`src/hdl/sys1_cart_pkg.sv`:
```
// System-1 cartridge shared widths, types, region tags, scan codes and game identifiers
package sys1_cart_pkg;

	// ####################
	// Widths and types
	// ####################

	// Download stream byte address
	localparam int load_addr_bits = 25;
	// Main CPU word address and sound CPU byte address
	localparam int main_addr_bits = 15;
	localparam int sound_addr_bits = 14;

	typedef logic [load_addr_bits-1:0] load_addr_t;
	typedef logic [15:0] word_t;
	typedef logic [7:0] byte_t;

	// Chip selects, active low
	typedef logic [3:0] main_sel_t;
	typedef logic [2:0] sound_sel_t;

	typedef logic [main_addr_bits-1:0] main_addr_t;
	typedef logic [sound_addr_bits-1:0] sound_addr_t;

	// Bank counts on each CPU side
	// Main side is rom0..rom3 plus the slapstic bank
	localparam int main_banks = 5;
	localparam int sound_banks = 3;

	// Bank depths in address bits
	localparam int rom_bits_short = 14;
	localparam int rom_bits_long = 15;

	// ####################
	// Download regions
	// ####################

	// Matched against ioctl_addr[24:15]
	localparam logic [9:0] tag_rom0 = 10'h16;
	localparam logic [9:0] tag_rom3 = 10'h14;
	localparam logic [9:0] tag_slap = 10'h15;
	// Matched against ioctl_addr[24:16]
	localparam logic [8:0] tag_rom1 = 9'h08;
	localparam logic [8:0] tag_rom2 = 9'h09;
	// Matched against ioctl_addr[24:14]
	localparam logic [10:0] tag_srom0 = 11'h2E;
	localparam logic [10:0] tag_srom1 = 11'h2F;
	localparam logic [10:0] tag_srom2 = 11'h30;

	// Stream index values
	localparam byte_t rom_index = 8'd0;
	localparam byte_t id_index = 8'd1;

	// ####################
	// Keys and games
	// ####################

	// PS/2 scan codes, extended flag in bit 8
	localparam logic [8:0] key_up = 9'h175;
	localparam logic [8:0] key_down = 9'h172;
	localparam logic [8:0] key_left = 9'h16B;
	localparam logic [8:0] key_right = 9'h174;
	localparam logic [8:0] key_whip = 9'h014;
	localparam logic [8:0] key_jump = 9'h011;
	localparam logic [8:0] key_coin_l = 9'h02E;
	localparam logic [8:0] key_coin_r = 9'h036;
	localparam logic [8:0] key_coin_aux = 9'h03D;

	// Slapstic game identifiers
	localparam byte_t game_marble = 8'd103;
	localparam byte_t game_indy = 8'd105;
	localparam byte_t game_peter = 8'd107;
	localparam byte_t game_default = game_indy;

endpackage

```
`src/hdl/rom_load_decode.sv`:
```
// ROM download decoder, pairs stream bytes into words and strobes the target bank
`timescale 1ns/1ps

module rom_load_decode
	import sys1_cart_pkg::*;
(
	input logic clk_sys,
	input logic arst_n,
	// Download stream
	input logic ioctl_download,
	input logic ioctl_wr,
	input byte_t ioctl_index,
	input load_addr_t ioctl_addr,
	input byte_t ioctl_dout,
	// Bank load side
	output load_addr_t load_addr,
	output word_t load_word,
	output byte_t load_byte,
	output logic wr_rom0,
	output logic wr_rom1,
	output logic wr_rom2,
	output logic wr_rom3,
	output logic wr_slap,
	output logic wr_srom0,
	output logic wr_srom1,
	output logic wr_srom2,
	// Selected game
	output byte_t game_id
);

	logic rom_byte;
	logic rom_odd;
	byte_t prev_byte;

	// A ROM byte needs the strobe, index 0 and an active download
	assign rom_byte = ioctl_wr && ioctl_download && (ioctl_index == rom_index);
	// Word regions complete on the odd byte
	assign rom_odd = rom_byte && ioctl_addr[0];

	// ####################
	// Byte accumulator
	// ####################

	// Holds the even byte until its odd partner arrives
	always_ff @(posedge clk_sys) begin
		if (rom_byte)
			prev_byte <= ioctl_dout;
	end

	// Even byte is the high half
	assign load_word = {prev_byte, ioctl_dout};
	assign load_byte = ioctl_dout;
	assign load_addr = ioctl_addr;

	// ####################
	// Region strobes
	// ####################

	// Main program words, 32K or 64K byte regions
	assign wr_rom0 = rom_odd && (ioctl_addr[24:15] == tag_rom0);
	assign wr_rom1 = rom_odd && (ioctl_addr[24:16] == tag_rom1);
	assign wr_rom2 = rom_odd && (ioctl_addr[24:16] == tag_rom2);
	assign wr_rom3 = rom_odd && (ioctl_addr[24:15] == tag_rom3);
	// Bank-switched slapstic region
	assign wr_slap = rom_odd && (ioctl_addr[24:15] == tag_slap);

	// Sound bytes, every byte strobes
	assign wr_srom0 = rom_byte && (ioctl_addr[24:14] == tag_srom0);
	assign wr_srom1 = rom_byte && (ioctl_addr[24:14] == tag_srom1);
	assign wr_srom2 = rom_byte && (ioctl_addr[24:14] == tag_srom2);

	// ####################
	// Game identifier
	// ####################

	// Index 1 carries the game byte
	// Loaded with or without the download level
	always_ff @(posedge clk_sys or negedge arst_n) begin
		if (!arst_n) begin
			game_id <= game_default;
		end else if (ioctl_wr && (ioctl_index == id_index)) begin
			game_id <= ioctl_dout;
		end
	end

endmodule

```
`config.mk`:
```
export PLATFORM = sky130hd
export DESIGN_NAME = rom_load_decode
export DESIGN_NICKNAME = d
export VERILOG_FILES = /design/src/hdl/sys1_cart_pkg.sv /design/src/hdl/rom_load_decode.sv
export SDC_FILE = /design/constraint.sdc
export NUM_CORES = 1
export LEC_CHECK = 0
export BUFFER_PORTS_ARGS = -buffer_cell sky130_fd_sc_hd__buf_2
export CAP_MARGIN = 10
export CORE_AREA = 8 8 64 66
export CTS_CLUSTER_SIZE = 8
export DETAILED_ROUTE_END_ITERATION = 16
export DIE_AREA = 0 0 72 74
export PLACE_DENSITY = 0.89
export SYNTH_ARGS = -nofsm -noshare
export SYNTH_HDL_FRONTEND = slang
export SYNTH_SLANG_ARGS = --single-unit
export TNS_END_PERCENT = 100
```
`constraint.sdc`:
```
create_clock -name clk_sys -period 1.4 [get_ports clk_sys]
set_input_delay 0.21 -clock clk_sys [delete_from_list [all_inputs] [get_ports clk_sys]]
set_output_delay 0.21 -clock clk_sys [all_outputs]
set_load 0.01 [all_outputs]
```
# After elaboration in Yosys (flattened, before gate mapping)
# Index checks and enable logic that the tools add are counted.
# W data, S select, Z words.
dict set report totals {
  regBits 16
  wordCells 24
  output_inout_bits 65
}
dict set report classes {
  n_reduce_logical 13
  eq_ne 9
}
# operator count
set ops {}
lappend ops {{$eq A11 B6 Y1 const B} 3}
lappend ops {{$eq A10 B5 Y1 const B} 3}
lappend ops {{$eq A9 B4 Y1 const B} 2}
lappend ops {{$logic_and A1 B1 Y1} 12}
lappend ops {{$eq A8 B1 Y1 const B} 1}
lappend ops {{$logic_not A8 Y1} 1}

# Longest topological paths before layout
# Gate-level depths: netlist of run 1.
dict set report depth {
  ltp_word 4
  depth_mapped 3
  depth_no_buf 3
}

# Worst setup path before layout of run 1
# OpenSTA, ideal clock, no wires.
dict set report synth_timing {
  path_type {input-to-output}
  from {input ioctl_addr[21]}
  to {output wr_srom0}
  path_stages 3
  n_path_buf 0
  t_arrival_ns 1.226
  slack_ns -0.036
  path_cell_list {nor4b_1 > nand4b_1 > nor4_1}
}
dict set report synth_via {
  elab_chain_len 2
}
# item line
set synth_rtl {}
lappend synth_rtl {{start: declaration} rom_load_decode.sv:13} ;# input load_addr_t ioctl_addr,
lappend synth_rtl {{$eq A11 B6 Y1} rom_load_decode.sv:68} ;# assign wr_srom0 = rom_byte && (ioctl_addr[24:14] == tag_srom0);
lappend synth_rtl {{$logic_and A1 B1 Y1} rom_load_decode.sv:68}
lappend synth_rtl {{end: declaration} rom_load_decode.sv:24} ;# output logic wr_srom0,
# Every way passes these cells.

# Worst setup path in the final report of run 1
dict set report layout_timing {
  from {input ioctl_index[1]}
  to {output wr_srom0}
}
dict set report layout_via {
  elab_chain_len 3
}
# item line
set layout_rtl {}
lappend layout_rtl {{start: declaration} rom_load_decode.sv:12} ;# input byte_t ioctl_index,
lappend layout_rtl {{$logic_not A8 Y1} rom_load_decode.sv:36} ;# assign rom_byte = ioctl_wr && ioctl_download && (ioctl_index == rom_index);
lappend layout_rtl {{$logic_and A1 B1 Y1} rom_load_decode.sv:36}
lappend layout_rtl {{$logic_and A1 B1 Y1} rom_load_decode.sv:68}
# Every way passes these cells.

==> run metrics, run 1 <==
area grow syn2layout=35.1%; setup TNS=-0.721 ns; Period Utilization, post-route=111%; nets@finish=roughly 190; core footprint=3180 um2; CTS tree=yes; Syn Nets=between 100 and 150; DP Wirelength=roughly 2.6 mm; register bit count reported by yosys=16; Initial Util=32.6%; ant diodes=0; final hold vios=0; Sw Share=between 20% and 30%; RSZ-0062 raised after global routing=yes; Min Hold Slack=around 0.14 ns; FP Rows=21; Worst setup EP type=primary output; vias=between 800 and 900; synthesized area per cell=roughly 12 um2; first-pass GRT wire length=approximately 4.7 mm; Wirelength per Cell=~17 um; Seq/Total Area, Yosys=between 40% and 50%; worst setup margin=-0.148 ns; layout cells sized above 1=between 70% and 80%; pin count of the biggest net entering global routing=10; required time of the critical path=approximately 1.2 ns; # setup viols final=8; type of origin of the critical path=input pin; Die Width=about 72 um; area of the mapped netlist=1040 um2; initial antenna violation count=0; Top Ports=110; DR DRC count=0; Hold Path Class=input pin to register; CTS sink count=16; 1st-iter DRT viols=33; H-tree depth=1; Internal=719 uW; Period minus WS final=roughly 1.5 ns; worst reg2reg path endpoint=game_id[7]$_DFFE_PN0P_; critical setup path kind=input pin to primary output; hold_sp=ioctl_dout[5]; Worst Setup SP=ioctl_index[1]; post-synth cell types=19; global-route usage over all layers=a little under an eighth; Setup crit end=wr_srom0; Die Height=between 70 and 80 um; slew margin rel.=~83%; PwrDens=about 700 nW/um2; clock slew seen by the registers of the worst setup and hold paths=0.09 ns; Vias/cell=roughly 4.2; commonest non-fill, non-tap cell in the layout=buf_2; Clock Skews=0 ns; worst slack, placed=-0.281 ns; final cell count without fillers=191; placed insts=approximately 180; WL final=between 3 and 4 mm; worst-path maximum fanout=6; Sequential Power Share=approximately 53%; Post-DRT Antenna Nets=0; RD Place Congestion=roughly 0.86; number of synthesis warnings=0; IO Port Bufs=83; VDD IR max=0.404 mV; Static Leakage=0.707 nW; maxcap violations=0; status=finished, violations left; Gate power share=between 20% and 30%; most frequent cells in the layout=77 x buf_2, 8 x mux2_2, 8 x edfxtp_1, 6 x buf_4, 5 x buf_6; fin. max-slew vios=0; Congestion Overflow GR=0; Cells after Synth=90; vias in the first global route=around 850; die area=around 5300 um2; placed inst area=about 1300 um2; Pre-Repair DR Iteration Count=4; Psw=roughly 260 uW; worst skew pair latency=0.28 ns; slack of the worst reg-to-reg path=around 0.65 ns; CTS Buffer Depth=2; Fmax achieved=around 0.65 GHz; Reg-to-Reg Start=game_id[7]$_DFFE_PN0P_; CTS Root Cell=clkbuf_4; final instance area=~1400 um2; failing checks=negative setup slack; Worst Tran Pin Value=about 0.25 ns; Arrival @ worst endpoint=1.34 ns; Clk pwr share=between 20% and 30%; CTS Buf Count=3; Worst R2R Path Depth=1
logic make-up after synthesis:
group                  after synthesis  synth area share [%]
and+or+nand+nor                     22                  17.5
muxes                                8                  8.70
DFF                                 16                  43.0
buffers and inverters               44                  30.8
repair_timing:
item | in CTS | in global routing
setup buffers | 2 | 1
hold endpoints to repair | 8 | 0
endpoints found under the setup margin | 8 | 8
hold buffers | 1 | 0
pin swaps | 9 | 4
resized for setup | 11 | 6
per-stage QoR:
step	total power [mW]	utilization [%]
after floorplan	0.677	-
after global placement	0.715	39.4
after detailed placement	0.719	39.4
after CTS	0.995	42.7
after global routing	1.03	44.0
final	0.978	44.0
flip-flops by register name, indices dropped and copies added, names as in the netlist:
register and flops:
game_id 8, prev_byte 8
layout make-up:
class | instances | area [um2]
repair buffers | 92 | 547
fillers | 306 | 1780
clock buffers | 3 | 22.5
inverters | 3 | 11.3
multi-input cells | 30 | 313
clock inverters | 1 | 3.75
well taps | 46 | 57.6
flip-flops and latches | 16 | 445
per-layer routing:
| metal | vias up | track usage [%] | part of all wire, % |
|---|---|---|---|
| met3 | 8 | 4.31 | 6.6 |
| met1 | 378 | 11.3 | 34 |
| met4 | 0 | 3.85 | 1.4 |
| li1 | 383 | - | - |
| met2 | 39 | 21.5 | 58 |
| met5 | - | 0 | 0 |
cell usage after synthesis, drive strengths merged:
master | n | area, um2
buf | 41 | 308
dfrtp | 4 | 100
dfstp | 4 | 105
edfxtp | 8 | 240
inv | 3 | 11.3
mux2 | 8 | 90.1
nand2 | 2 | 7.51
nand3 | 2 | 27.5
nand3b | 2 | 15.0
nand4 | 1 | 6.26
nand4b | 1 | 8.76
nor2 | 1 | 3.75
nor2b | 2 | 12.5
nor3 | 3 | 15.0
nor4 | 6 | 52.6
nor4b | 2 | 32.5
power groups by stage:
stage / combinational, mW / sequential, mW / clock [mW]
6_report: 0.218 / 0.515 / 0.245
5_1_grt: 0.234 / 0.516 / 0.282
4_1_cts: 0.216 / 0.515 / 0.265
3_5_place_dp: 0.195 / 0.524 / 0
3_3_place_gp: 0.191 / 0.524 / 0
2_1_floorplan: 0.147 / 0.530 / 0
critical path, cell delays in order:
cell	delay (ns)
buf_6	0.10
nor4_4	0.31
nand3_2	0.22
nor4_1	0.32
buf_2	0.18
worst min-delay path by stage:
stage / end / depth (start not counted) / slack [ns]
2_1_floorplan: game_id[1]$_DFFE_PN0P_ / 0 / -0.09
3_3_place_gp: game_id[7]$_DFFE_PN0P_ / 1 / 0.07
3_5_place_dp: game_id[2]$_DFFE_PN0P_ / 1 / 0.07
4_1_cts: prev_byte[4]$_DFFE_PP_ / 1 / 0.13
5_1_grt: prev_byte[4]$_DFFE_PP_ / 1 / 0.12
6_report: prev_byte[5]$_DFFE_PP_ / 1 / 0.14
No activity file was read; power rests on OpenSTA's default activity.
==> run 2: changes to the inputs <==
CORE_AREA = 8 8 70 60   (was 8 8 64 66)
DIE_AREA = 0 0 78 68   (was 0 0 72 74)
PLACE_DENSITY = 0.9   (was 0.89)
==> run 2 against run 1 <==
The flow still finishes with violations (negative setup slack). First-iteration DRC count fell by 42%. Non-clock buffer count shrank 1. Sequential share of layout area is 0.55 points higher. Clock-buffer cell count is 1 higher. Core utilization decreased by 0.83 points. Sequential power is essentially flat. Power grew 9.2%. Die area fell by 0.45%. Critical path type unchanged. Critical endpoint is now wr_slap. Largest power group unchanged. Highest routed layer unchanged.
==> run metrics, run 2 (synthesis results as in run 1) <==
vias=802; hold_sp=ioctl_dout[3]; CTS sink count=16; Static Leakage=0.699 nW; DR DRC count=0; DP Wirelength=roughly 2.5 mm; WL final=approximately 3.1 mm; Reg-to-Reg Start=game_id[4]$_DFFE_PN0P_; Clock Skews=0 ns; register area=roughly 450 um2; Arrival @ worst endpoint=between 1 and 1.5 ns; CTS tree=yes; worst setup margin=-0.188 ns; slew margin rel.=81.8%; Initial Util=32.5%; type of origin of the critical path=input pin; VDD IR max=around 0.45 mV; worst skew pair latency=about 0.24 ns; RD Place Congestion=between 0.7 and 0.8; Worst Tran Pin Value=0.271 ns; CTS Root Cell=clkbuf_8; Fmax achieved=0.630 GHz; worst slack, placed=-0.304 ns; first-pass GRT wire length=4.44 mm; H-tree depth=1; Top Ports=110; global-route usage over all layers=a little over a tenth; slack of the worst reg-to-reg path=0.63 ns; CTS Buf Count=3; maxcap violations=0; final hold vios=0; fin. max-slew vios=0; 1st-iter DRT viols=19; Period minus WS final=1.59 ns; initial antenna violation count=0; fillers=about 320; core footprint=around 3200 um2; worst reg2reg path endpoint=game_id[4]$_DFFE_PN0P_; required time of the critical path=1.19 ns; Vias/cell=4.31; Multi-input gate area=approximately 300 um2; final cell count without fillers=186; RSZ-0062 raised after global routing=yes; die area=around 5300 um2; failing checks=negative setup slack; nets@finish=190; most frequent cells in the layout=77 x buf_2, 8 x mux2_2, 8 x edfxtp_1, 7 x buf_4, 5 x buf_6; Worst R2R Path Depth=1; commonest non-fill, non-tap cell in the layout=buf_2; # setup viols final=8; largest registers=game_id: 8 flops, prev_byte: 8 flops; placed insts=178; pin count of the biggest net entering global routing=10; area grow syn2layout=32.9%; Pre-Repair DR Iteration Count=4; Post-DRT Antenna Nets=0; Die Width=between 70 and 80 um; status=finished, violations left; PwrDens=775 nW/um2; vias in the first global route=between 800 and 900; critical setup path kind=input pin to primary output; WHS Endpoint=prev_byte[3]$_DFFE_PP_; Die Height=just under 70 um; IO Port Bufs=slightly above 80; Period Utilization, post-route=113%; layout cells sized above 1=78.5%; Wirelength per Cell=between 15 and 20 um; worst hold path cell count=1; Hold Path Class=input pin to register; worst-path maximum fanout=5; CTS Buffer Depth=2; clock slew seen by the registers of the worst setup and hold paths=approximately 0.06 ns; ant diodes=0; FP Rows=19; Min Hold Slack=about 0.19 ns; Worst setup EP type=primary output; Congestion Overflow GR=0
[run 2: worst max path at each step]
stage / startpoint / end / slack, ns
floorplan: ioctl_addr[21] / wr_srom0 / -0.04
global placement: ioctl_addr[21] / wr_slap / -0.23
detailed placement: ioctl_addr[21] / wr_slap / -0.30
CTS: ioctl_addr[23] / wr_slap / -0.13
global route: ioctl_addr[23] / wr_srom1 / -0.28
finish: ioctl_addr[23] / wr_slap / -0.19
[run 2: stage by stage]
step,util (%),total power [mW],cell area [um2],setup TNS (ns)
2_1_floorplan,-,0.677,1040,-0.161
3_3_place_gp,38.5,0.712,1230,-1.12
3_5_place_dp,38.5,0.716,1230,-1.37
4_1_cts,42.5,1.08,1350,-0.498
5_1_grt,43.2,1.12,1380,-1.36
6_report,43.2,1.07,1380,-0.729
[run 2: area by class of cell]
| cell class | instances | area share [%] |
|---|---|---|
| multi-input combinational | 30 | 22.0 |
| tap | 42 | 3.82 |
| timing repair buffer | 91 | 37.7 |
| clock buffer | 4 | 3.27 |
| inverter | 3 | 0.818 |
| sequential | 16 | 32.4 |
[run 2: power by group]
part / internal, mW / total (mW) / switching, mW
clock: 0.201 / 0.338 / 0.137
sequential: 0.511 / 0.515 / 0.00485
combinational: 0.103 / 0.214 / 0.111
total: 0.814 / 1.07 / 0.253
[run 2: routing by layer]
layer / vias up / share of wire (%) / GRT usage, %
met5: - / 0 / 0
met4: 0 / 1.1 / 4.84
met3: 4 / 5.7 / 3.02
met2: 22 / 62 / 22.3
met1: 394 / 31 / 9.71
li1: 382 / - / -
[run 2: worst max-delay path, cell delays in order]
cell and delay, ns:
buf_8 0.10, nor4b_4 0.30, nand4b_1 0.28, nor3_2 0.31, buf_2 0.17
[run 2: timing repair]
item,CTS,global route
pin swaps,12,3
setup buffers,2,1
resized for setup,9,3
endpoints found under the setup margin,8,8
gates cloned,0,0
endpoints found under the hold margin,4,0
hold buffers,1,0
