===== src/hdl/sys1_cart_pkg.sv =====
// System-1 cartridge shared widths, types, region tags, scan codes and game identifiers
package sys1_cart_pkg;

	// ####################
	// Widths and types
	// ####################

	// Download stream byte address
	localparam int load_addr_bits = 25;
	// Main CPU word address and sound CPU byte address
	localparam int main_addr_bits = 15;
	localparam int sound_addr_bits = 14;

	typedef logic [load_addr_bits-1:0] load_addr_t;
	typedef logic [15:0] word_t;
	typedef logic [7:0] byte_t;

	// Chip selects, active low
	typedef logic [3:0] main_sel_t;
	typedef logic [2:0] sound_sel_t;

	typedef logic [main_addr_bits-1:0] main_addr_t;
	typedef logic [sound_addr_bits-1:0] sound_addr_t;

	// Bank counts on each CPU side
	// Main side is rom0..rom3 plus the slapstic bank
	localparam int main_banks = 5;
	localparam int sound_banks = 3;

	// Bank depths in address bits
	localparam int rom_bits_short = 14;
	localparam int rom_bits_long = 15;

	// ####################
	// Download regions
	// ####################

	// Matched against ioctl_addr[24:15]
	localparam logic [9:0] tag_rom0 = 10'h16;
	localparam logic [9:0] tag_rom3 = 10'h14;
	localparam logic [9:0] tag_slap = 10'h15;
	// Matched against ioctl_addr[24:16]
	localparam logic [8:0] tag_rom1 = 9'h08;
	localparam logic [8:0] tag_rom2 = 9'h09;
	// Matched against ioctl_addr[24:14]
	localparam logic [10:0] tag_srom0 = 11'h2E;
	localparam logic [10:0] tag_srom1 = 11'h2F;
	localparam logic [10:0] tag_srom2 = 11'h30;

	// Stream index values
	localparam byte_t rom_index = 8'd0;
	localparam byte_t id_index = 8'd1;

	// ####################
	// Keys and games
	// ####################

	// PS/2 scan codes, extended flag in bit 8
	localparam logic [8:0] key_up = 9'h175;
	localparam logic [8:0] key_down = 9'h172;
	localparam logic [8:0] key_left = 9'h16B;
	localparam logic [8:0] key_right = 9'h174;
	localparam logic [8:0] key_whip = 9'h014;
	localparam logic [8:0] key_jump = 9'h011;
	localparam logic [8:0] key_coin_l = 9'h02E;
	localparam logic [8:0] key_coin_r = 9'h036;
	localparam logic [8:0] key_coin_aux = 9'h03D;

	// Slapstic game identifiers
	localparam byte_t game_marble = 8'd103;
	localparam byte_t game_indy = 8'd105;
	localparam byte_t game_peter = 8'd107;
	localparam byte_t game_default = game_indy;

endpackage


===== src/hdl/cart_read_select.sv =====
// Cartridge read multiplexer, picks the lowest selected bank behind active-low chip selects
`timescale 1ns/1ps

module cart_read_select
	import sys1_cart_pkg::*;
#(
	parameter type payload_t = word_t,
	parameter int n_banks = main_banks
) (
	input logic clk_sys,
	input logic arst_n,
	// Chip selects, active low, bit 0 has priority
	input logic [n_banks-1:0] sel_n,
	// Registered bank outputs
	input payload_t bank_data [n_banks],
	output payload_t rd_data
);

	logic [n_banks-1:0] sel_n_q;

	// ####################
	// Select alignment
	// ####################

	// Delayed one cycle to meet the registered bank data
	// All inactive out of reset
	always_ff @(posedge clk_sys or negedge arst_n) begin
		if (!arst_n) begin
			sel_n_q <= '1;
		end else begin
			sel_n_q <= sel_n;
		end
	end

	// ####################
	// Priority pick
	// ####################

	// Scan from the top so the lowest selected bank wins
	// Zero when nothing is selected
	always_comb begin
		rd_data = '0;
		for (int i = n_banks - 1; i >= 0; i--) begin
			if (!sel_n_q[i])
				rd_data = bank_data[i];
		end
	end

endmodule


===== config.mk =====
export PLATFORM = sky130hd
export DESIGN_NAME = cart_read_select
export DESIGN_NICKNAME = d
export VERILOG_FILES = /design/src/hdl/sys1_cart_pkg.sv /design/src/hdl/cart_read_select.sv
export SDC_FILE = /design/constraint.sdc
export NUM_CORES = 1
export LEC_CHECK = 0
export BUFFER_PORTS_ARGS = -buffer_cell sky130_fd_sc_hd__buf_4
export CAP_MARGIN = 30
export CELL_PAD_IN_SITES_DETAIL_PLACEMENT = 0
export CELL_PAD_IN_SITES_GLOBAL_PLACEMENT = 2
export CORE_ASPECT_RATIO = 0.75
export CORE_MARGIN = 2
export CORE_UTILIZATION = 13
export DETAILED_ROUTE_END_ITERATION = 6
export PLACE_DENSITY = 0.89
export SYNTH_ARGS = -nofsm -noshare
export SYNTH_HDL_FRONTEND = slang
export SYNTH_SLANG_ARGS = --single-unit
export TNS_END_PERCENT = 1

===== constraint.sdc =====
create_clock -name clk_sys -period 2.1 [get_ports clk_sys]
set_input_delay 0.63 -clock clk_sys [delete_from_list [all_inputs] [get_ports clk_sys]]
set_output_delay 0.63 -clock clk_sys [all_outputs]
set_load 0.01 [all_outputs]

# Yosys cells after proc, flatten, opt, wreduce, memory -nomap -nowiden
# Index checks and enable logic that the tools add are counted.
# classes
muxes	5
# op_table
op	n
2-to-1 mux 16 bit	5
# totals
ff_bits	5
inputBits	87
word_cells	6

# Longest topological paths before layout
# Gate-level depths: netlist of the first run.
# logic_depth
ltp_word	5
ltp_mapped	4
depth_no_buf	3

# Worst setup path after synthesis of the first run
# No wires, ideal clock.
# synth_path
path_type	flip-flop to output port
start	reg sel_n_q[0]
end	out rd_data[10] (netlist bit)
t_arrival_ns	1.188
path_slack_ns	0.282
stages_incl_launch_ff	5
path_buffers	1
path_cell_list	dfstp_2 nand2_1 buf_2 a311oi_1 a221o_1
# synth_rtl
element	line_no	text
start, declared	cart_read_select.sv:19	logic [n_banks-1:0] sel_n_q;
start signal, assigned	cart_read_select.sv:31	sel_n_q <= sel_n;
end, declared	cart_read_select.sv:16	output payload_t rd_data

==> metrics.txt, run 1 <==
# TYPE chip_impl_metric gauge
chip_impl_metric{name="power_switching_share",unit=""} 0.283
chip_impl_metric{name="cts.repair_timing.setup_buffer_count",unit=""} 0
chip_impl_info{name="clock-root-buffer",value="sky130_fd_sc_hd__clkbuf_8"} 1
chip_impl_info{name="grt_setup_unrepaired",value="yes"} 1
chip_impl_metric{name="post-route-min-period",unit="ns"} 2.23
chip_impl_metric{name="largest_register_ffs",unit=""} 5
chip_impl_metric{name="iteration_0_drc_count_of_the_detailed_router",unit=""} 38
chip_impl_metric{name="number_of_buffers_inserted_during_clock_tree_synthesis",unit=""} 3
chip_impl_metric{name="cts.sink_count",unit=""} 5
chip_impl_metric{name="layout_worst_path_cycle_share",unit=""} 1.06
chip_impl_metric{name="grt_max_degree",unit=""} 32
chip_impl_metric{name="die_width",unit="um"} 93.8
chip_impl_metric{name="power_frac_comb",unit=""} 0.538
chip_impl_metric{name="area_share_of_xor_xnor_cells_in_the_synthesized_design",unit=""} 0
chip_impl_metric{name="drv_cap",unit=""} 0
chip_impl_metric{name="area.growth.synth_to_final",unit="%"} 139
chip_impl_info{name="outcome",value="complete, but fails checks"} 1
chip_impl_metric{name="route.vias.total",unit=""} 1252
chip_impl_metric{name="cp_data_required_time",unit="ns"} 1.47
chip_impl_metric{name="core",unit="sq um"} 5830
chip_impl_metric{name="timing.critical_path.fanout_max",unit=""} 18
chip_impl_metric{name="synth.lib_cells_used.distinct",unit=""} 17
chip_impl_metric{name="post_synth.cell_area_avg",unit="sq um"} 7.86
chip_impl_metric{name="final-setup-viol-count",unit=""} 16
chip_impl_metric{name="p_sw",unit="W"} 0.000178
chip_impl_metric{name="die-area",unit="sq um"} 6690
chip_impl_metric{name="synth_nets",unit=""} 187
chip_impl_metric{name="grt_antenna_before_repair",unit=""} 0
chip_impl_metric{name="final.setup.tns",unit="ns"} -1.53
chip_impl_metric{name="via_count_of_the_first_global_routing_pass",unit=""} 1256
chip_impl_metric{name="n_fill_cell",unit=""} 641
chip_impl_metric{name="final_core_utilization",unit=""} 0.322
chip_impl_metric{name="grt_first_pass_wirelength",unit="um"} 6020
chip_impl_metric{name="worstMarginPinSlew",unit="ns"} 0.430
chip_impl_metric{name="grt-ovfl-total",unit=""} 0
chip_impl_metric{name="drt_wl_total",unit="um"} 3960
chip_impl_metric{name="p_leak",unit="nW"} 0.846
chip_impl_metric{name="rows",unit=""} 24
chip_impl_metric{name="count_of_buffers_from_port_buffering",unit=""} 102
chip_impl_metric{name="detail_route.vias_per_cell",unit=""} 4.44
chip_impl_metric{name="clock_path_buffers",unit=""} 2
chip_impl_info{name="largest_register",value="sel_n_q"} 1
chip_impl_metric{name="detailedPlacementHpwl",unit="um"} 2990
chip_impl_info{name="cp_capture_type",value="output port"} 1
chip_impl_metric{name="final.setup.worst_slack",unit="ns"} -0.126
chip_impl_metric{name="dieHeight",unit="um"} 71.3
chip_impl_metric{name="grt_use_total",unit=""} 0.112
chip_impl_info{name="cp-start-kind",value="flop"} 1
chip_impl_metric{name="hold_buffers",unit=""} 0
chip_impl_metric{name="synth.area.mux_share",unit=""} 0
chip_impl_info{name="failing_checks",value="negative setup slack"} 1
chip_impl_metric{name="initial_utilization",unit=""} 0.135
chip_impl_metric{name="synth.cell_area",unit="sq um"} 786
chip_impl_metric{name="signal_arrival_time_at_the_worst_endpoint",unit="ns"} 1.60
chip_impl_info{name="cts_tree",value="yes"} 1
chip_impl_metric{name="pwr-share-clk",unit=""} 0.276
chip_impl_info{name="hold_path.class",value="in2async"} 1
chip_impl_metric{name="cts-htree-levels",unit=""} 1
chip_impl_metric{name="p_int",unit="W"} 0.000451
chip_impl_metric{name="drtPass1Iterations",unit=""} 4
chip_impl_info{name="largest_registers",value="sel_n_q (5)"} 1
chip_impl_metric{name="post_synth_fa_ha_maj_area_fraction",unit=""} 0
chip_impl_metric{name="drive_above_1_share",unit=""} 0.667
chip_impl_metric{name="place_congestion",unit=""} 0.709
chip_impl_metric{name="ys_ff_latch",unit=""} 5
chip_impl_metric{name="synth_compound_area_frac",unit=""} 0.390
chip_impl_metric{name="n_antenna_cell",unit=""} 0
chip_impl_metric{name="syn_inst",unit=""} 100
chip_impl_metric{name="worst_ir_drop_vdd",unit="V"} 0.000147
chip_impl_metric{name="hold_viol",unit=""} 0
chip_impl_info{name="synth_top_family_by_area",value="compound AO/OA/AOI/OAI gates"} 1
chip_impl_metric{name="wire_per_inst",unit="um"} 14.0
chip_impl_metric{name="synth.yosys.seq_area_share",unit=""} 0.167
chip_impl_metric{name="finalMaxSlewViolations",unit=""} 0
chip_impl_info{name="worstSetupPathType",value="reg2out"} 1
chip_impl_metric{name="sequentialPowerShare",unit=""} 0.186
chip_impl_metric{name="slew_headroom",unit=""} 0.713
chip_impl_metric{name="synth_simple_gate_area_share",unit=""} 0.365
chip_impl_metric{name="floorplan.io_pins",unit=""} 103
chip_impl_metric{name="ys_warn_count",unit=""} 0
chip_impl_metric{name="postRouteAntennaNets",unit=""} 0
chip_impl_metric{name="nNetsFinal",unit=""} 292
chip_impl_metric{name="drc",unit=""} 0
chip_impl_metric{name="pwr_density_cell",unit="nW/um^2"} 335
chip_impl_metric{name="maximum_operating_frequency",unit="MHz"} 449
chip_impl_metric{name="reg_clk_slew_reported_paths",unit="ns"} 0.04
==> metrics by stage <==
| stage | setup WS [ns] | instance area, sq um | hold slack (ns) | instances | total power [W] |
|---|---|---|---|---|---|
| floorplan | 0.282 | 786 | 0.482 | 100 | 0.000225 |
| global placement | -0.0657 | 1690 | 0.606 | 277 | 0.000424 |
| detailed placement | -0.0699 | 1690 | 0.609 | 277 | 0.000428 |
| CTS | -0.147 | 1770 | 0.375 | 281 | 0.000616 |
| global route | -0.185 | 1880 | 0.379 | 282 | 0.000674 |
| finish | -0.126 | 1880 | 0.375 | 282 | 0.000629 |
==> final cells by class <==
type,count,area [sq um],area share
Inverter,2,7.51,0.00400
Multi-Input combinational cell,83,698,0.372
Tap cell,78,97.6,0.0520
Timing Repair Buffer,110,892,0.475
Clock inverter,1,5.00,0.00267
Sequential cell,5,135,0.0720
Clock buffer,3,41.3,0.0220
==> worst max-delay path: stages (launching register included) <==
cell,delay (ns)
sky130_fd_sc_hd__dfstp_2,0.57
sky130_fd_sc_hd__buf_12,0.15
sky130_fd_sc_hd__nand2b_4,0.12
sky130_fd_sc_hd__a311oi_2,0.11
sky130_fd_sc_hd__a221o_1,0.28
sky130_fd_sc_hd__buf_4,0.15
==> cell families (layout without fill, tap and decap cells) <==
group	count (synthesis)	after routing
AO/OA/AOI/OAI	34	34
AND/OR/NAND/NOR	49	49
flip-flops	5	5
buffers and inverters	12	116
==> repair_timing <==
action	in CTS	in global routing
resized for setup	8	12
endpoints found under the setup margin	16	16
cloned	0	1
pin swaps	0	4
==> layer usage <==
layer / wire (um) / global-route usage
met3: 311 / 0.0221
met1: 1760 / 0.141
met2: 1870 / 0.194
met5: 0 / 0
met4: 22 / 0.0338
==> power by group through the flow <==
stage | clock [W] | sequential (W) | combinational, W
finish | 0.000174 | 0.000117 | 0.000338
floorplan | 0 | 0.000111 | 0.000114
detailed placement | 0 | 0.000117 | 0.000311
global placement | 0 | 0.000116 | 0.000308
global route | 0.000189 | 0.000118 | 0.000367
CTS | 0.000179 | 0.000117 | 0.000320
==> path summary, 6_finish.rpt <==
path                                       from              endpoint  slack [ns]  cells after the start
worst max-delay path       sel_n_q[3]$_DFF_PN1_            rd_data[0]       -0.13                      5
worst min-delay path                     arst_n  sel_n_q[1]$_DFF_PN1_        0.38                      1
max in group asynchronous                arst_n  sel_n_q[2]$_DFF_PN1_        1.70                      1
min in group clk_sys                   sel_n[0]  sel_n_q[0]$_DFF_PN1_        0.52                      1
==> cell usage in the layout, fill, tap and decap left out, drive strengths merged <==
cell type,instances
nand3b,16
o21ai,2
buf,109
nor2,16
inv,2
a31oi,1
a221o,15
clkinv,1
o22a,1
nand2b,16
a311oi,15
clkbuf,4
nand2,1
dfstp,5
==> cells in the mapped netlist (all sizes together) <==
| cell type | instances | area share |
|---|---|---|
| o22a | 1 | 0.011 |
| buf | 8 | 0.057 |
| a311oi | 15 | 0.17 |
| clkbuf | 2 | 0.011 |
| inv | 2 | 0.0095 |
| dfstp | 5 | 0.17 |
| a31oi | 1 | 0.0080 |
| nand2 | 1 | 0.0048 |
| nand2b | 16 | 0.13 |
| nor2 | 16 | 0.080 |
| o21ai | 2 | 0.013 |
| nand3b | 16 | 0.15 |
| a221o | 15 | 0.19 |
No activity file was read; power rests on OpenSTA's default activity.
==> run 2: changes to the inputs <==
Settings changed: CELL_PAD_IN_SITES_DETAIL_PLACEMENT 0 to 1, CELL_PAD_IN_SITES_GLOBAL_PLACEMENT 2 to 1, CORE_UTILIZATION 13 to 19, PLACE_DENSITY 0.89 to 0.92.
==> run 2 against run 1 <==
  * The run still ends with negative setup slack left
  * Sequential power hardly changed
  * Combinational power is 8.9% higher
  * Flip-flop and latch count stayed put
  * Highest routed layer is now met3
==> metrics.txt, run 2 (synthesis results as in run 1) <==
# TYPE chip_impl_metric gauge
chip_impl_info{name="outcome",value="complete, but fails checks"} 1
chip_impl_info{name="failing_checks",value="negative setup slack"} 1
chip_impl_metric{name="cts.sink_count",unit=""} 5
chip_impl_metric{name="signal_arrival_time_at_the_worst_endpoint",unit="ns"} 1.65
chip_impl_metric{name="power_switching_share",unit=""} 0.280
chip_impl_metric{name="die_width",unit="um"} 78.3
chip_impl_metric{name="reg_clk_slew_reported_paths",unit="ns"} 0.04
chip_impl_metric{name="hold_viol",unit=""} 0
chip_impl_metric{name="finalMaxSlewViolations",unit=""} 0
chip_impl_metric{name="rows",unit=""} 20
chip_impl_metric{name="slew_headroom",unit=""} 0.719
chip_impl_metric{name="iteration_0_drc_count_of_the_detailed_router",unit=""} 21
chip_impl_info{name="largest_registers",value="sel_n_q (5)"} 1
chip_impl_metric{name="nNetsFinal",unit=""} 297
chip_impl_metric{name="initial_utilization",unit=""} 0.196
chip_impl_info{name="grt_setup_unrepaired",value="yes"} 1
chip_impl_metric{name="grt_antenna_before_repair",unit=""} 0
chip_impl_metric{name="final-setup-viol-count",unit=""} 16
chip_impl_metric{name="power_frac_comb",unit=""} 0.559
chip_impl_metric{name="drc",unit=""} 0
chip_impl_metric{name="final.setup.tns",unit="ns"} -2.35
chip_impl_info{name="critical-path-slowest-cell",value="sky130_fd_sc_hd__dfstp_2"} 1
chip_impl_metric{name="placedCellCount",unit=""} 254
chip_impl_info{name="layout_common_cells",value="sky130_fd_sc_hd__buf_4, sky130_fd_sc_hd__nand3b_1, sky130_fd_sc_hd__nor2_1, sky130_fd_sc_hd__a221o_1, sky130_fd_sc_hd__a311oi_2"} 1
chip_impl_metric{name="drtPass1Iterations",unit=""} 3
chip_impl_metric{name="wire_per_inst",unit="um"} 16.0
chip_impl_info{name="cts_tree",value="yes"} 1
chip_impl_metric{name="multi_input_area",unit="sq um"} 713
chip_impl_metric{name="worst_ir_drop_vdd",unit="V"} 0.000399
chip_impl_metric{name="post_dp_cell_area",unit="sq um"} 1660
chip_impl_metric{name="die-area",unit="sq um"} 4670
chip_impl_metric{name="number_of_buffers_inserted_during_clock_tree_synthesis",unit=""} 3
chip_impl_metric{name="p_sw",unit="W"} 0.000184
chip_impl_metric{name="timing.critical_path.fanout_max",unit=""} 5
chip_impl_info{name="clock-root-buffer",value="sky130_fd_sc_hd__clkbuf_8"} 1
chip_impl_metric{name="area.growth.synth_to_final",unit="%"} 149
chip_impl_metric{name="floorplan.io_pins",unit=""} 103
chip_impl_metric{name="via_count_of_the_first_global_routing_pass",unit=""} 1280
chip_impl_metric{name="sequentialPowerShare",unit=""} 0.177
chip_impl_metric{name="n_antenna_cell",unit=""} 0
chip_impl_info{name="crit_family",value="flip-flops"} 1
chip_impl_metric{name="worstMarginPinSlew",unit="ns"} 0.421
chip_impl_metric{name="cp_data_required_time",unit="ns"} 1.47
chip_impl_metric{name="pwr-share-clk",unit=""} 0.264
chip_impl_metric{name="worst-path-buf-inv",unit=""} 3
chip_impl_info{name="final_common_cell",value="sky130_fd_sc_hd__buf_4"} 1
chip_impl_metric{name="largest_register_ffs",unit=""} 5
chip_impl_metric{name="core",unit="sq um"} 4000
chip_impl_metric{name="maximum_operating_frequency",unit="MHz"} 439
chip_impl_info{name="cp-start-kind",value="flop"} 1
chip_impl_metric{name="grt_use_total",unit=""} 0.159
chip_impl_info{name="hold_path.class",value="in2async"} 1
chip_impl_metric{name="route.vias.total",unit=""} 1266
chip_impl_metric{name="pre_cts_ws",unit="ns"} -0.0463
chip_impl_metric{name="pwr_density_cell",unit="nW/um^2"} 336
chip_impl_metric{name="hold_buffers",unit=""} 0
chip_impl_metric{name="cts-htree-levels",unit=""} 1
chip_impl_metric{name="cp_slowest_stage_delay",unit="ns"} 0.55
chip_impl_metric{name="clock_path_buffers",unit=""} 2
chip_impl_metric{name="detailedPlacementHpwl",unit="um"} 3090
chip_impl_metric{name="post-route-min-period",unit="ns"} 2.28
chip_impl_metric{name="p_leak",unit="nW"} 0.907
chip_impl_metric{name="drt_wl_total",unit="um"} 4230
chip_impl_metric{name="grt_first_pass_wirelength",unit="um"} 5890
chip_impl_metric{name="drive_above_1_share",unit=""} 0.675
chip_impl_metric{name="final.setup.worst_slack",unit="ns"} -0.177
chip_impl_metric{name="layout.cell_area.non_filler",unit="sq um"} 1960
chip_impl_info{name="worstSetupPathType",value="reg2out"} 1
chip_impl_metric{name="n_fill_cell",unit=""} 473
chip_impl_metric{name="p_int",unit="W"} 0.000474
chip_impl_metric{name="grt_max_degree",unit=""} 21
chip_impl_metric{name="layout.cells.non_filler",unit=""} 264
chip_impl_metric{name="detail_route.vias_per_cell",unit=""} 4.80
chip_impl_metric{name="dieHeight",unit="um"} 59.7
chip_impl_metric{name="place_congestion",unit=""} 0.727
chip_impl_info{name="critical_path.cell_chain",value="buf_12 -> clkbuf_16 -> nand2b_4 -> a311oi_2 -> a221o_1 -> buf_6"} 1
chip_impl_metric{name="drv_cap",unit=""} 0
chip_impl_metric{name="final-seq-area",unit="sq um"} 131
chip_impl_metric{name="postRouteAntennaNets",unit=""} 0
chip_impl_metric{name="layout_worst_path_cycle_share",unit=""} 1.08
chip_impl_info{name="largest_register",value="sel_n_q"} 1
chip_impl_info{name="cp_capture_type",value="output port"} 1
chip_impl_metric{name="count_of_buffers_from_port_buffering",unit=""} 102
chip_impl_metric{name="grt-ovfl-total",unit=""} 0
[run 2: changes by cell type in the layout (fill, tap and decap cells not counted), sizes merged]
cell / before / now
buf: 109 / 112
clkinv: 1 / 0
clkbuf: 4 / 6
dlymetal6s2s: 0 / 1
[run 2: area by class of cell]
cell class	instances	area share
repair buffers	115	0.506
multi-input cells	83	0.364
flip-flops and latches	5	0.0671
well taps	55	0.0352
clock buffers	4	0.0230
inverters	2	0.00384
[run 2: how the worst max path moves through the flow]
stage	endpoint	from	depth (start not counted)	slack [ns]
after global placement	rd_data[8]	sel_n_q[0]$_DFF_PN1_	4	-0.003
final	rd_data[6]	sel_n_q[3]$_DFF_PN1_	6	-0.18
after detailed placement	rd_data[10]	sel_n_q[0]$_DFF_PN1_	4	-0.05
after floorplan	rd_data[10]	sel_n_q[0]$_DFF_PN1_	4	0.28
after CTS	rd_data[15]	sel_n_q[3]$_DFF_PN1_	5	-0.16
after global routing	rd_data[2]	sel_n_q[3]$_DFF_PN1_	5	-0.26
[run 2: stage by stage]
step,hold WS (ns),utilization,total power [W]
after global placement,0.601,0.414,0.000420
after detailed placement,0.604,0.414,0.000427
after CTS,0.372,0.434,0.000612
final,0.376,0.489,0.000658
after global routing,0.380,0.489,0.000703
after floorplan,0.482,-,0.000225
[run 2: power groups by stage]
stage / clock network, W / registers [W] / logic, W
after floorplan: 0 / 0.000111 / 0.000114
after global placement: 0 / 0.000118 / 0.000303
after detailed placement: 0 / 0.000118 / 0.000309
after CTS: 0.000178 / 0.000117 / 0.000317
after global routing: 0.000190 / 0.000117 / 0.000396
final: 0.000174 / 0.000116 / 0.000368
[run 2: layer usage]
layer / up-vias / routed length (um) / track usage
met5: - / 0 / 0
met4: 0 / 0 / 0.0226
met3: 0 / 243 / 0.0287
met2: 42 / 2260 / 0.299
met1: 604 / 1720 / 0.195
li1: 620 / - / -
[run 2: timing repair]
item,4_1_cts,5_1_grt
resized for setup,5,22
pin swaps,4,7
setup buffers,1,2
gates cloned,0,3
endpoints found under the setup margin,16,16
